### src/lc3Pkg.sv
//------------------------------------------------
// Shared widths, enums and structs of the LC-3 core
// Opcode values follow the standard LC-3 encoding
// Only the executed subset of opcodes is listed
//------------------------------------------------
package lc3Pkg;

    localparam int WordWidth    = 16;
    localparam int RegAddrWidth = 3;
    localparam int LedWidth     = 12;
    localparam int NumRegs      = 2 ** RegAddrWidth;

    // IR[15:12]
    typedef enum logic [3:0]
    {
        opBr  = 4'b0000,
        opAdd = 4'b0001,
        opJsr = 4'b0100,
        opAnd = 4'b0101,
        opLdr = 4'b0110,
        opStr = 4'b0111,
        opNot = 4'b1001,
        opJmp = 4'b1100,
        opPse = 4'b1101
    } opcodeE;

    // Sequencer states, LC-3 state numbers in the trailing comments
    typedef enum logic [4:0]
    {
        sHalted,
        sFetchMar, sFetchRd1, sFetchRd2, sLoadIr, sDecode, // 18, 33, 35, 32
        sAdd, sAnd, sNot,                                  // 1, 5, 9
        sLdrAddr, sLdrRd1, sLdrRd2, sLdrWb,                // 6, 25, 27
        sStrAddr, sStrData, sStrWr1, sStrWr2,              // 7, 23, 16
        sJsr, sJsrPc, sJmp, sBr, sBrTaken,                 // 4, 21, 12, 0, 22
        sPause1, sPause2
    } stateE;

    typedef enum logic [1:0]
    {
        aluAdd  = 2'b00,
        aluAnd  = 2'b01,
        aluNot  = 2'b10,
        aluPass = 2'b11
    } aluOpE;

    typedef struct packed
    {
        logic       ldMar, ldMdr, ldIr, ldBen, ldCc, ldReg, ldPc, ldLed;
        logic       gatePc, gateMdr, gateAlu, gateMarMux;
        logic [1:0] pcMux;    // 0 PC+1, 1 bus, 2 address adder
        logic       drMux;    // 1 selects R7
        logic       sr1Mux;   // 1 selects IR[8:6], else IR[11:9]
        logic       sr2Mux;   // 1 selects imm5
        logic       addr1Mux; // 1 selects SR1, else PC
        logic [1:0] addr2Mux; // 0 zero, 1 off6, 2 off9, 3 off11
        aluOpE      aluK;
        logic       memRd, memWr;
    } ctrlWordT;

    typedef struct packed
    {
        logic [WordWidth-1:0] addr;
        logic [WordWidth-1:0] wrData;
        logic                 rd;
        logic                 wr;
    } memReqT;

    typedef struct packed
    {
        opcodeE opcode;
        logic   ir5;
        logic   ir11;
        logic   ben;
    } decodeT;

endpackage

### src/controlUnit.sv
//------------------------------------------------
// Instruction sequencer of the LC-3 core
// Memory has a fixed access time of two cycles
// Unsupported opcodes fall back to the next fetch
// JSRR through R7 jumps to the saved return address
//------------------------------------------------
`timescale 1ns/1ps

module controlUnit
(
    input  logic             Clk,
    input  logic             rst,
    input  logic             Run,
    input  logic             Continue,
    input  lc3Pkg::decodeT   decode,
    output lc3Pkg::ctrlWordT ctrl,
    output logic             Paused
);

    lc3Pkg::stateE state, nextState;

    always_ff @(posedge Clk)
    begin
        if (rst)
            state <= lc3Pkg::sHalted;
        else
            state <= nextState;
    end

    //------------------------------------------------
    // Next state
    //------------------------------------------------
    always_comb
    begin
        nextState = state; // Hold by default
        unique case (state)
            lc3Pkg::sHalted:   if (Run) nextState = lc3Pkg::sFetchMar;
            lc3Pkg::sFetchMar: nextState = lc3Pkg::sFetchRd1;
            lc3Pkg::sFetchRd1: nextState = lc3Pkg::sFetchRd2;
            lc3Pkg::sFetchRd2: nextState = lc3Pkg::sLoadIr;
            lc3Pkg::sLoadIr:   nextState = lc3Pkg::sDecode;
            lc3Pkg::sDecode:
            begin
                case (decode.opcode)
                    lc3Pkg::opAdd: nextState = lc3Pkg::sAdd;
                    lc3Pkg::opAnd: nextState = lc3Pkg::sAnd;
                    lc3Pkg::opNot: nextState = lc3Pkg::sNot;
                    lc3Pkg::opLdr: nextState = lc3Pkg::sLdrAddr;
                    lc3Pkg::opStr: nextState = lc3Pkg::sStrAddr;
                    lc3Pkg::opJsr: nextState = lc3Pkg::sJsr;
                    lc3Pkg::opJmp: nextState = lc3Pkg::sJmp;
                    lc3Pkg::opBr:  nextState = lc3Pkg::sBr;
                    lc3Pkg::opPse: nextState = lc3Pkg::sPause1;
                    default:       nextState = lc3Pkg::sFetchMar;
                endcase
            end
            lc3Pkg::sLdrAddr: nextState = lc3Pkg::sLdrRd1;
            lc3Pkg::sLdrRd1:  nextState = lc3Pkg::sLdrRd2;
            lc3Pkg::sLdrRd2:  nextState = lc3Pkg::sLdrWb;
            lc3Pkg::sStrAddr: nextState = lc3Pkg::sStrData;
            lc3Pkg::sStrData: nextState = lc3Pkg::sStrWr1;
            lc3Pkg::sStrWr1:  nextState = lc3Pkg::sStrWr2;
            lc3Pkg::sJsr:     nextState = lc3Pkg::sJsrPc;
            lc3Pkg::sBr:      nextState = decode.ben ? lc3Pkg::sBrTaken : lc3Pkg::sFetchMar;
            lc3Pkg::sPause1:  if (Continue) nextState = lc3Pkg::sPause2;  // Wait for press
            lc3Pkg::sPause2:  if (!Continue) nextState = lc3Pkg::sFetchMar; // And release
            default:          nextState = lc3Pkg::sFetchMar; // Last cycle of every execute
        endcase
    end

    //------------------------------------------------
    // Control word
    //------------------------------------------------
    always_comb
    begin
        ctrl      = '0;
        ctrl.aluK = lc3Pkg::aluAdd;
        unique case (state)
            lc3Pkg::sFetchMar:
            begin
                ctrl.gatePc = 1'b1; // MAR <- PC, PC <- PC+1
                ctrl.ldMar  = 1'b1;
                ctrl.ldPc   = 1'b1;
            end
            lc3Pkg::sFetchRd1, lc3Pkg::sLdrRd1: ctrl.memRd = 1'b1;
            lc3Pkg::sFetchRd2, lc3Pkg::sLdrRd2:
            begin
                ctrl.memRd = 1'b1;
                ctrl.ldMdr = 1'b1;
            end
            lc3Pkg::sLoadIr:
            begin
                ctrl.gateMdr = 1'b1;
                ctrl.ldIr    = 1'b1;
            end
            lc3Pkg::sDecode:
            begin
                ctrl.ldBen = 1'b1;
                ctrl.ldLed = (decode.opcode == lc3Pkg::opPse); // Led valid as Paused rises
            end
            lc3Pkg::sAdd, lc3Pkg::sAnd, lc3Pkg::sNot:
            begin
                ctrl.sr1Mux  = 1'b1;
                ctrl.sr2Mux  = decode.ir5;
                ctrl.gateAlu = 1'b1;
                ctrl.ldReg   = 1'b1;
                ctrl.ldCc    = 1'b1;
                if (state == lc3Pkg::sAnd)
                    ctrl.aluK = lc3Pkg::aluAnd;
                else if (state == lc3Pkg::sNot)
                    ctrl.aluK = lc3Pkg::aluNot;
            end
            lc3Pkg::sLdrAddr, lc3Pkg::sStrAddr:
            begin
                ctrl.sr1Mux     = 1'b1; // MAR <- BaseR + off6
                ctrl.addr1Mux   = 1'b1;
                ctrl.addr2Mux   = 2'd1;
                ctrl.gateMarMux = 1'b1;
                ctrl.ldMar      = 1'b1;
            end
            lc3Pkg::sLdrWb:
            begin
                ctrl.gateMdr = 1'b1;
                ctrl.ldReg   = 1'b1;
                ctrl.ldCc    = 1'b1;
            end
            lc3Pkg::sStrData:
            begin
                ctrl.aluK    = lc3Pkg::aluPass; // MDR <- SR from IR[11:9]
                ctrl.gateAlu = 1'b1;
                ctrl.ldMdr   = 1'b1;
            end
            lc3Pkg::sStrWr1, lc3Pkg::sStrWr2: ctrl.memWr = 1'b1;
            lc3Pkg::sJsr:
            begin
                ctrl.gatePc = 1'b1; // R7 <- PC
                ctrl.drMux  = 1'b1;
                ctrl.ldReg  = 1'b1;
            end
            lc3Pkg::sJsrPc, lc3Pkg::sJmp, lc3Pkg::sBrTaken:
            begin
                ctrl.pcMux  = 2'd2;
                ctrl.ldPc   = 1'b1;
                ctrl.sr1Mux = 1'b1;
                if (state == lc3Pkg::sBrTaken)
                    ctrl.addr2Mux = 2'd2;
                else if (state == lc3Pkg::sJsrPc && decode.ir11)
                    ctrl.addr2Mux = 2'd3; // JSR, PC-relative
                else
                    ctrl.addr1Mux = 1'b1; // JMP and JSRR take BaseR
            end
            default: ; // Halted, branch test and pause states
        endcase
    end

    assign Paused = (state == lc3Pkg::sPause1) || (state == lc3Pkg::sPause2);

endmodule

### src/datapath.sv
//------------------------------------------------
// LC-3 datapath around one internal bus
// Gate priority is PC, MDR, ALU, then MARMUX
// MDR takes memory data only while a read is active
//------------------------------------------------
`timescale 1ns/1ps

module datapath
(
    input  logic                              Clk,
    input  logic                              rst,
    input  lc3Pkg::ctrlWordT                  ctrl,
    input  logic [lc3Pkg::WordWidth-1:0]      memRdData,
    input  logic [lc3Pkg::WordWidth-1:0]      srcA,
    input  logic [lc3Pkg::WordWidth-1:0]      srcB,
    output lc3Pkg::memReqT                    memReq,
    output lc3Pkg::decodeT                    decode,
    output logic                              regWrEn,
    output logic [lc3Pkg::RegAddrWidth-1:0]   regDst,
    output logic [lc3Pkg::RegAddrWidth-1:0]   regSrcA,
    output logic [lc3Pkg::RegAddrWidth-1:0]   regSrcB,
    output logic [lc3Pkg::WordWidth-1:0]      regWrData,
    output logic [lc3Pkg::LedWidth-1:0]       Led
);

    logic [lc3Pkg::WordWidth-1:0] pc, mar, mdr, ir;
    logic [lc3Pkg::WordWidth-1:0] bus, aluB, aluOut, addr1, addr2, addrSum, pcNext;
    logic [lc3Pkg::WordWidth-1:0] imm5, off6, off9, off11;
    logic [2:0]                   nzp, ccNext;
    logic                         ben;

    // Sign-extended IR fields
    assign imm5  = {{(lc3Pkg::WordWidth-5){ir[4]}}, ir[4:0]};
    assign off6  = {{(lc3Pkg::WordWidth-6){ir[5]}}, ir[5:0]};
    assign off9  = {{(lc3Pkg::WordWidth-9){ir[8]}}, ir[8:0]};
    assign off11 = {{(lc3Pkg::WordWidth-11){ir[10]}}, ir[10:0]};

    //------------------------------------------------
    // ALU and address adder
    //------------------------------------------------
    assign aluB = ctrl.sr2Mux ? imm5 : srcB;

    always_comb
    begin
        unique case (ctrl.aluK)
            lc3Pkg::aluAdd:  aluOut = srcA + aluB;
            lc3Pkg::aluAnd:  aluOut = srcA & aluB;
            lc3Pkg::aluNot:  aluOut = ~srcA;
            lc3Pkg::aluPass: aluOut = srcA;
            default:         aluOut = srcA;
        endcase
    end

    assign addr1 = ctrl.addr1Mux ? srcA : pc;

    always_comb
    begin
        unique case (ctrl.addr2Mux)
            2'd0:    addr2 = '0;
            2'd1:    addr2 = off6;
            2'd2:    addr2 = off9;
            default: addr2 = off11;
        endcase
    end

    assign addrSum = addr1 + addr2;

    always_comb
    begin
        if (ctrl.gatePc)
            bus = pc;
        else if (ctrl.gateMdr)
            bus = mdr;
        else if (ctrl.gateAlu)
            bus = aluOut;
        else if (ctrl.gateMarMux)
            bus = addrSum;
        else
            bus = '0; // Nothing gated
    end

    always_comb
    begin
        case (ctrl.pcMux)
            2'd1:    pcNext = bus;
            2'd2:    pcNext = addrSum;
            default: pcNext = pc + 1'b1;
        endcase
    end

    // N, Z, P of the bus value
    assign ccNext[2] = bus[lc3Pkg::WordWidth-1];
    assign ccNext[1] = (bus == '0);
    assign ccNext[0] = ~ccNext[2] & ~ccNext[1];

    //------------------------------------------------
    // Registers
    //------------------------------------------------
    always_ff @(posedge Clk)
    begin
        if (rst)
        begin
            pc  <= '0;
            nzp <= '0;
            ben <= 1'b0;
            Led <= '0;
        end
        else
        begin
            if (ctrl.ldPc)  pc  <= pcNext;
            if (ctrl.ldCc)  nzp <= ccNext;
            if (ctrl.ldBen) ben <= |(ir[11:9] & nzp);
            if (ctrl.ldLed) Led <= ir[lc3Pkg::LedWidth-1:0];
        end
    end

    always_ff @(posedge Clk)
    begin
        if (ctrl.ldMar) mar <= bus;
        if (ctrl.ldMdr) mdr <= ctrl.memRd ? memRdData : bus;
        if (ctrl.ldIr)  ir  <= bus;
    end

    assign regWrEn   = ctrl.ldReg;
    assign regDst    = ctrl.drMux ? 3'd7 : ir[11:9]; // R7 for JSR link
    assign regSrcA   = ctrl.sr1Mux ? ir[8:6] : ir[11:9];
    assign regSrcB   = ir[2:0];
    assign regWrData = bus;

    assign memReq.addr   = mar;
    assign memReq.wrData = mdr;
    assign memReq.rd     = ctrl.memRd;
    assign memReq.wr     = ctrl.memWr;

    assign decode.opcode = lc3Pkg::opcodeE'(ir[15:12]);
    assign decode.ir5    = ir[5];
    assign decode.ir11   = ir[11];
    assign decode.ben    = ben;

endmodule

### src/lc3Core.sv
//------------------------------------------------
// LC-3 core top level
// Memory is word addressed with a two-cycle access
// Only one instruction is in flight at a time
//------------------------------------------------
`timescale 1ns/1ps

module lc3Core
(
    input  logic                          Clk,
    input  logic                          rst,
    input  logic                          Run,
    input  logic                          Continue,
    input  logic [lc3Pkg::WordWidth-1:0]  memRdData,
    output lc3Pkg::memReqT                memReq,
    output logic [lc3Pkg::LedWidth-1:0]   Led,
    output logic                          Paused
);

    lc3Pkg::ctrlWordT                ctrl;
    lc3Pkg::decodeT                  decode;
    logic                            regWrEn;
    logic [lc3Pkg::RegAddrWidth-1:0] regDst, regSrcA, regSrcB;
    logic [lc3Pkg::WordWidth-1:0]    regWrData, srcA, srcB;

    controlUnit uCtrl
    (
        .Clk(Clk), .rst(rst), .Run(Run), .Continue(Continue),
        .decode(decode), .ctrl(ctrl), .Paused(Paused)
    );

    datapath uDp
    (
        .Clk(Clk), .rst(rst), .ctrl(ctrl), .memRdData(memRdData),
        .srcA(srcA), .srcB(srcB), .memReq(memReq), .decode(decode),
        .regWrEn(regWrEn), .regDst(regDst), .regSrcA(regSrcA), .regSrcB(regSrcB),
        .regWrData(regWrData), .Led(Led)
    );

    regFile uRegs
    (
        .Clk(Clk), .rst(rst), .wrEn(regWrEn), .wrAddr(regDst),
        .rdAddrA(regSrcA), .rdAddrB(regSrcB), .wrData(regWrData),
        .rdDataA(srcA), .rdDataB(srcB)
    );

endmodule

### src/regFile.sv
//------------------------------------------------
// Eight general registers, cleared on reset
// Reads are combinational, a write lands at the edge
//------------------------------------------------
`timescale 1ns/1ps

module regFile
(
    input  logic                            Clk,
    input  logic                            rst,
    input  logic                            wrEn,
    input  logic [lc3Pkg::RegAddrWidth-1:0] wrAddr,
    input  logic [lc3Pkg::RegAddrWidth-1:0] rdAddrA,
    input  logic [lc3Pkg::RegAddrWidth-1:0] rdAddrB,
    input  logic [lc3Pkg::WordWidth-1:0]    wrData,
    output logic [lc3Pkg::WordWidth-1:0]    rdDataA,
    output logic [lc3Pkg::WordWidth-1:0]    rdDataB
);

    logic [lc3Pkg::WordWidth-1:0] regs [lc3Pkg::NumRegs];

    always_ff @(posedge Clk)
    begin
        if (rst)
        begin
            for (int i = 0; i < lc3Pkg::NumRegs; i++)
                regs[i] <= '0;
        end
        else if (wrEn)
            regs[wrAddr] <= wrData;
    end

    assign rdDataA = regs[rdAddrA]; // Old value during a write to the same register
    assign rdDataB = regs[rdAddrB];

endmodule
### config.mk
export PLATFORM = sky130hd
export DESIGN_NAME = lc3Core
export DESIGN_NICKNAME = d
export VERILOG_FILES = /design/src/lc3Pkg.sv /design/src/controlUnit.sv /design/src/datapath.sv /design/src/lc3Core.sv /design/src/regFile.sv
export SDC_FILE = /design/constraint.sdc
export NUM_CORES = 1
export LEC_CHECK = 0
export BUFFER_PORTS_ARGS = -buffer_cell sky130_fd_sc_hd__buf_2
export CORE_MARGIN = 4
export CORE_UTILIZATION = 60
export DETAILED_ROUTE_END_ITERATION = 12
export GPL_TIMING_DRIVEN = 0
export PLACE_DENSITY = 0.83
export SETUP_SLACK_MARGIN = 0.02
export SLEW_MARGIN = 20
export SYNTH_ARGS = -nofsm -noshare
export SYNTH_HDL_FRONTEND = slang
export SYNTH_HIERARCHICAL = 1
export SYNTH_SLANG_ARGS = --single-unit
### constraint.sdc
create_clock -name Clk -period 9 [get_ports Clk]
set_input_delay 1.8 -clock Clk [delete_from_list [all_inputs] [get_ports Clk]]
set_output_delay 1.8 -clock Clk [all_outputs]
set_load 0.02 [all_outputs]
Word level (Yosys, flattened, before mapping)
Memory sizes are Yosys's and may differ from the RTL's. A register that Yosys moved wholly into a read port is not among the register bits. Cells that the tools add are included.

Bits in latches: 0. Memories kept: 2. Output and inout bits: 47. Register bits after elaboration: 85. ROM bits: 80. Memory bits (writable): 128. Input bits: 20. Word-level logic and storage cells: 129.

Add/sub/neg operators: 3. Magnitude comparators: 0. Div/mod/pow operators: 0. Equality and inequality tests: 34. Mux-type cells: 53. Bitwise gates (word level): 6. Multiply operators: 0. Reduce and logical (&&, ||, !) cells: 23. Shift-type cells: 0.

Memory list: uRegs.regs (depth 8, bits a word 16, read ports 2, clocked after Yosys merged registers in 1, write ports 8, line regFile.sv:20) `logic [lc3Pkg::WordWidth-1:0] regs [lc3Pkg::NumRegs];`; (no name shown) (depth 16, bits a word 5, read ports 1, clocked after Yosys merged registers in 1, write ports 0, line controlUnit.sv:44) `case (decode.opcode)`.

Operators by type and width (number): 2-to-1 mux 16 bit (8); case mux 5 bit (16 select lines) (1); case mux 16 bit (4 select lines) (1); case mux 16 bit (3 select lines) (1); equality test 5 x 4 -> 1 bit, second input constant (8); equality test 5 bit, second input constant (8); adder 16 bit (2); case mux 16 bit (2 select lines) (1); 2-to-1 mux 1 bit (25); equality test 5 x 3 -> 1 bit, second input constant (4); 2-to-1 mux 5 bit (4); adder 16 x 1 -> 16 bit, second input constant (1); AND 16 bit (1); logical NOT 16 bit (1); inverter 16 bit (1); OR reduction 16 bit (1); OR reduction 4 bit (4); OR reduction 3 bit (5); 2-to-1 mux 3 bit (4); equality test 5 x 2 -> 1 bit, second input constant (2); 2-to-1 mux 2 bit (5); equality test 2 bit, second input constant (4); OR reduction 2 bit (4); OR reduction 8 bit (1); other kinds (16) (22).

Logic depth before layout (Yosys ltp)
Word-level depth: 15. Mapped depth: 24. Gate-level depth less buffers: 21.

Hierarchy
Netlist, hierarchy kept.

Modules (own cells, without submodules): regFile (sequential area each 3843.7 µm², cells an instance 430, area each 6975.4 µm², instances 1); datapath (sequential area each 2082.0 µm², cells an instance 762, area each 6581.3 µm², instances 1); controlUnit (sequential area each 100.1 µm², cells an instance 136, area each 885.8 µm², instances 1).

Least setup slack after synthesis
Ideal clock, no wire load.

Kind: register to register. Start point: register uCtrl.state[3]. End point: memory uRegs/regs[0][15] in the netlist's numbering (data pin). Stages on the path, launching flop included: 25. Buffers on the path: 6. Data required time: 8843 ps. Setup slack: 3912 ps. Arrival time: 4930 ps. Period minus slack after synthesis: 5088 ps. Path through: dfxtp_1 > buf_6 > buf_2 > nor3b_1 > a31oi_1 > o22ai_1 > mux2_2 > buf_6 > buf_6 > mux4_1 > mux2_2 > mux2_2 > ha_1 > buf_6 > o211ai_1 > or2_2 > o311ai_2 > o211ai_2 > o21ai_2 > mux2i_1 > a31o_2 > inv_1 > buf_4 > clkinv_1 > nor3_1.

RTL lines: start: declaration (line controlUnit.sv:20) `lc3Pkg::stateE state, nextState;`; start signal: assignment (line controlUnit.sv:25) `state <= lc3Pkg::sHalted;`; start signal: assignment (line controlUnit.sv:27) `state <= nextState;`; end: declaration (line regFile.sv:20).

==> flow_summary.json <==
{
  "cts_hold_buf": 0,
  "netlist_top_cells_count": "edfxtp_1, nor3_1, nand2_1",
  "cts_tree": "done",
  "cp_common_cell": "mux2_2",
  "finalHoldViolCount": 0,
  "grt_antenna_before_repair": 0,
  "vias": 11900,
  "port_buffers": 66,
  "initial_core_util": 0.613,
  "syn_area_mm2": 0.0144,
  "ctsResizeCount": 0,
  "fin_cells": 1756,
  "antenna_cells": 0,
  "period_share": 0.775,
  "timing.max_cap.violations": 0,
  "met1_length_um": 16100,
  "utilization": 0.679,
  "fin_tns_setup_ns": 0,
  "worst-path-buf-inv": 4,
  "synth_ff_type": "edfxtp_1",
  "synth_cell_types": 98,
  "ys_ff_latch": 213,
  "routed-wl-met2_um": 21000,
  "critPathArrivalTime_ns": 7.32,
  "gr-usage-all-layers": 0.329,
  "slowest_delay_ns": 0.74,
  "numCtsBuffers": 22,
  "finalWeightedCongestion": 0.973,
  "setup_viol": 0,
  "drive_gt1_frac": 0.189,
  "yosys-top-cells-area": "edfxtp_1, mux4_1, dfxtp_1",
  "rsz0062_at_grt": "no",
  "routed_wl_um": 43400,
  "cts_root_buf": "clkbuf_16",
  "rows": 56,
  "tightest_slew_ns": 1.13,
  "cts_max_level": 1,
  "fin_crit_ns": 6.98,
  "die_area_mm2": 0.0266,
  "critPathTopFamily": "compound AO/OA/AOI/OAI gates",
  "synth_top_cell_area_share": 0.366,
  "maxUsedRoutingLayer": "met4",
  "antenna_left": 0,
  "filler_cell_count": 1752,
  "grt_pass1_vias": 11600,
  "powerDensity_mw_per_mm2": 192,
  "drv_slew": 0,
  "post_drt_wl_per_cell_um": 24.7,
  "area_growth_pct": 10.7,
  "synth_nets": 1384,
  "cp_slowest_cell": "a31oi_2",
  "holdWs_ns": 0.494,
  "ys_async_sr_fraction": 0,
  "numClockSinks": 213,
  "clockBufferDepth": 3,
  "synth_cells": 1328,
  "ys_seq_area_frac": 0.417,
  "via_per_inst": 6.76,
  "slew_headroom": 0.245,
  "post_cts_buffers": 0,
  "pin_count": 67,
  "final_nets": 1477,
  "synth-edff-count": 176,
  "peakVddDrop_uv": 194,
  "hp-class": "reg2reg",
  "place_hpwl_um": 33100,
  "drt-initial-drc-count": 1370,
  "avgSynthCellArea_um2": 10.9,
  "grt_overflow_total": 0,
  "post-synth-top-count-cell": "edfxtp_1",
  "drc": 0,
  "die_w_um": 163,
  "grt_pass1_wl_um": 67400,
  "drtPass1Iterations": 6,
  "worstSetupStartpointType": "register",
  "required_ns": 9.34,
  "synth_top_area_cell": "edfxtp_1",
  "max_freq_mhz": 143,
  "grt_max_degree": 19,
  "yosys_warnings": 6,
  "cts.clk_slew.worst_paths_ns": 0.07,
  "dieHeight_um": 163,
  "wl_met3_um": 4090,
  "p_leak_nw": 5.97,
  "fin_skew_ns": 0.0176,
  "path_cells": "buf_6 > buf_2 > nor3b_1 > a31oi_1 > o22ai_1 > mux2_2 > buf_1 > mux4_2 > mux2_2 > ha_1 > fa_1 > a211oi_1 > o21ai_1 > a41oi_1 > o21bai_1 > mux2i_1 > a31oi_2 > clkinv_1 > nor3_1",
  "end_kind": "register",
  "crit_type": "reg2reg",
  "status": "complete, no violations",
  "core_area_mm2": 0.0235,
  "cp_max_fo": 10,
  "clk_latency_ns": 0.53,
  "dp_cells": 1716
}
-- metrics by stage --
stage | power, mW | area, µm² | worst slack (ns)
after global routing | 3.18 | 16000 | 1.87
after detailed placement | 2.11 | 15200 | 2.36
final | 3.07 | 16000 | 2.02
after CTS | 3.04 | 16000 | 2.28
after floorplan | 1.79 | 14400 | 3.91
after global placement | 2.09 | 15200 | 2.12
-- worst min-delay path, stage by stage (launching register included) --
cell and delay, ns:
dfxtp_1 0.32, inv_1 0.05, o32ai_1 0.07
-- report_power, final --
group          switching (mW)  internal (mW)  total (mW)  leakage (nW)
Clock                   0.383          0.551       0.934         0.360
Sequential             0.0421           1.17        1.21          2.07
Combinational           0.649          0.276       0.925          3.55
Total                    1.07           2.00        3.07          5.97
-- cell families after synthesis --
kind of cell | after synthesis | synth area share
AND/OR/NAND/NOR | 443 | 0.156
AO/OA/AOI/OAI | 282 | 0.134
flip-flops | 213 | 0.417
buffers and inverters | 174 | 0.0614
multiplexers | 156 | 0.185
adder cells (fa/ha/maj) | 36 | 0.0322
XOR/XNOR | 23 | 0.0139
other | 1 | 0.000260
-- cell type report --
class,count,area [µm²],share of cell area
clock inverter,10,151,0.00947
multi-input combinational,941,7570,0.474
inverter,63,236,0.0148
sequential,213,6030,0.377
buffer,111,651,0.0407
clock buffer,30,591,0.0369
tap,319,399,0.0250
timing repair buffer,69,360,0.0225
-- metal layers --
metal,track usage,up-vias
met5,0,-
met4,0.141,0
met3,0.0555,153
met2,0.555,750
met1,0.422,5665
li1,-,5300
-- cells in the final DEF (no fill, tap or decap), types with 7 or more instances in the layout --
cell type and count:
inv_1 46, clkinv_1 18, edfxtp_1 176, buf_2 77, o21ai_0 56, a21oi_1 56, a211oi_1 14, a221oi_1 8
dfxtp_1 37, mux2i_1 31, buf_1 10, nor3_2 7, o31ai_1 8, xnor2_1 12, a22oi_1 11, o211ai_1 13
and3_1 11, mux4_1 62, nor2_1 74, o21bai_2 8, nor2b_1 21, nor3_1 139, clkbuf_1 54, buf_4 23
ha_1 34, a21o_1 7, mux2_2 60, clkbuf_16 22, buf_6 19, nand2_1 93, nand3_1 21, o22ai_1 20
xor2_1 11, nand2b_1 21
-- final timing paths --
path                       end  cells after the start           start  slack (ns)
max reg2reg  uRegs/regs[0][10]                     19  uCtrl/state[3]        2.02
min reg2reg         uDp/nzp[1]                      2      uDp/nzp[1]        0.49
min                 uDp/nzp[1]                      2      uDp/nzp[1]        0.49
max          uRegs/regs[0][10]                     19  uCtrl/state[3]        2.02
-- registers in the layout, summed over array words and instances, names as in the netlist --
signal	count
uDp/mdr	16
uDp/ben	1
uDp/nzp	3
uRegs/regs	128
uDp/mar	16
uDp/pc	16
uCtrl/state	5
uDp/ir	16
uDp/Led	12
Note: power is estimated with default switching activity, not from simulation.
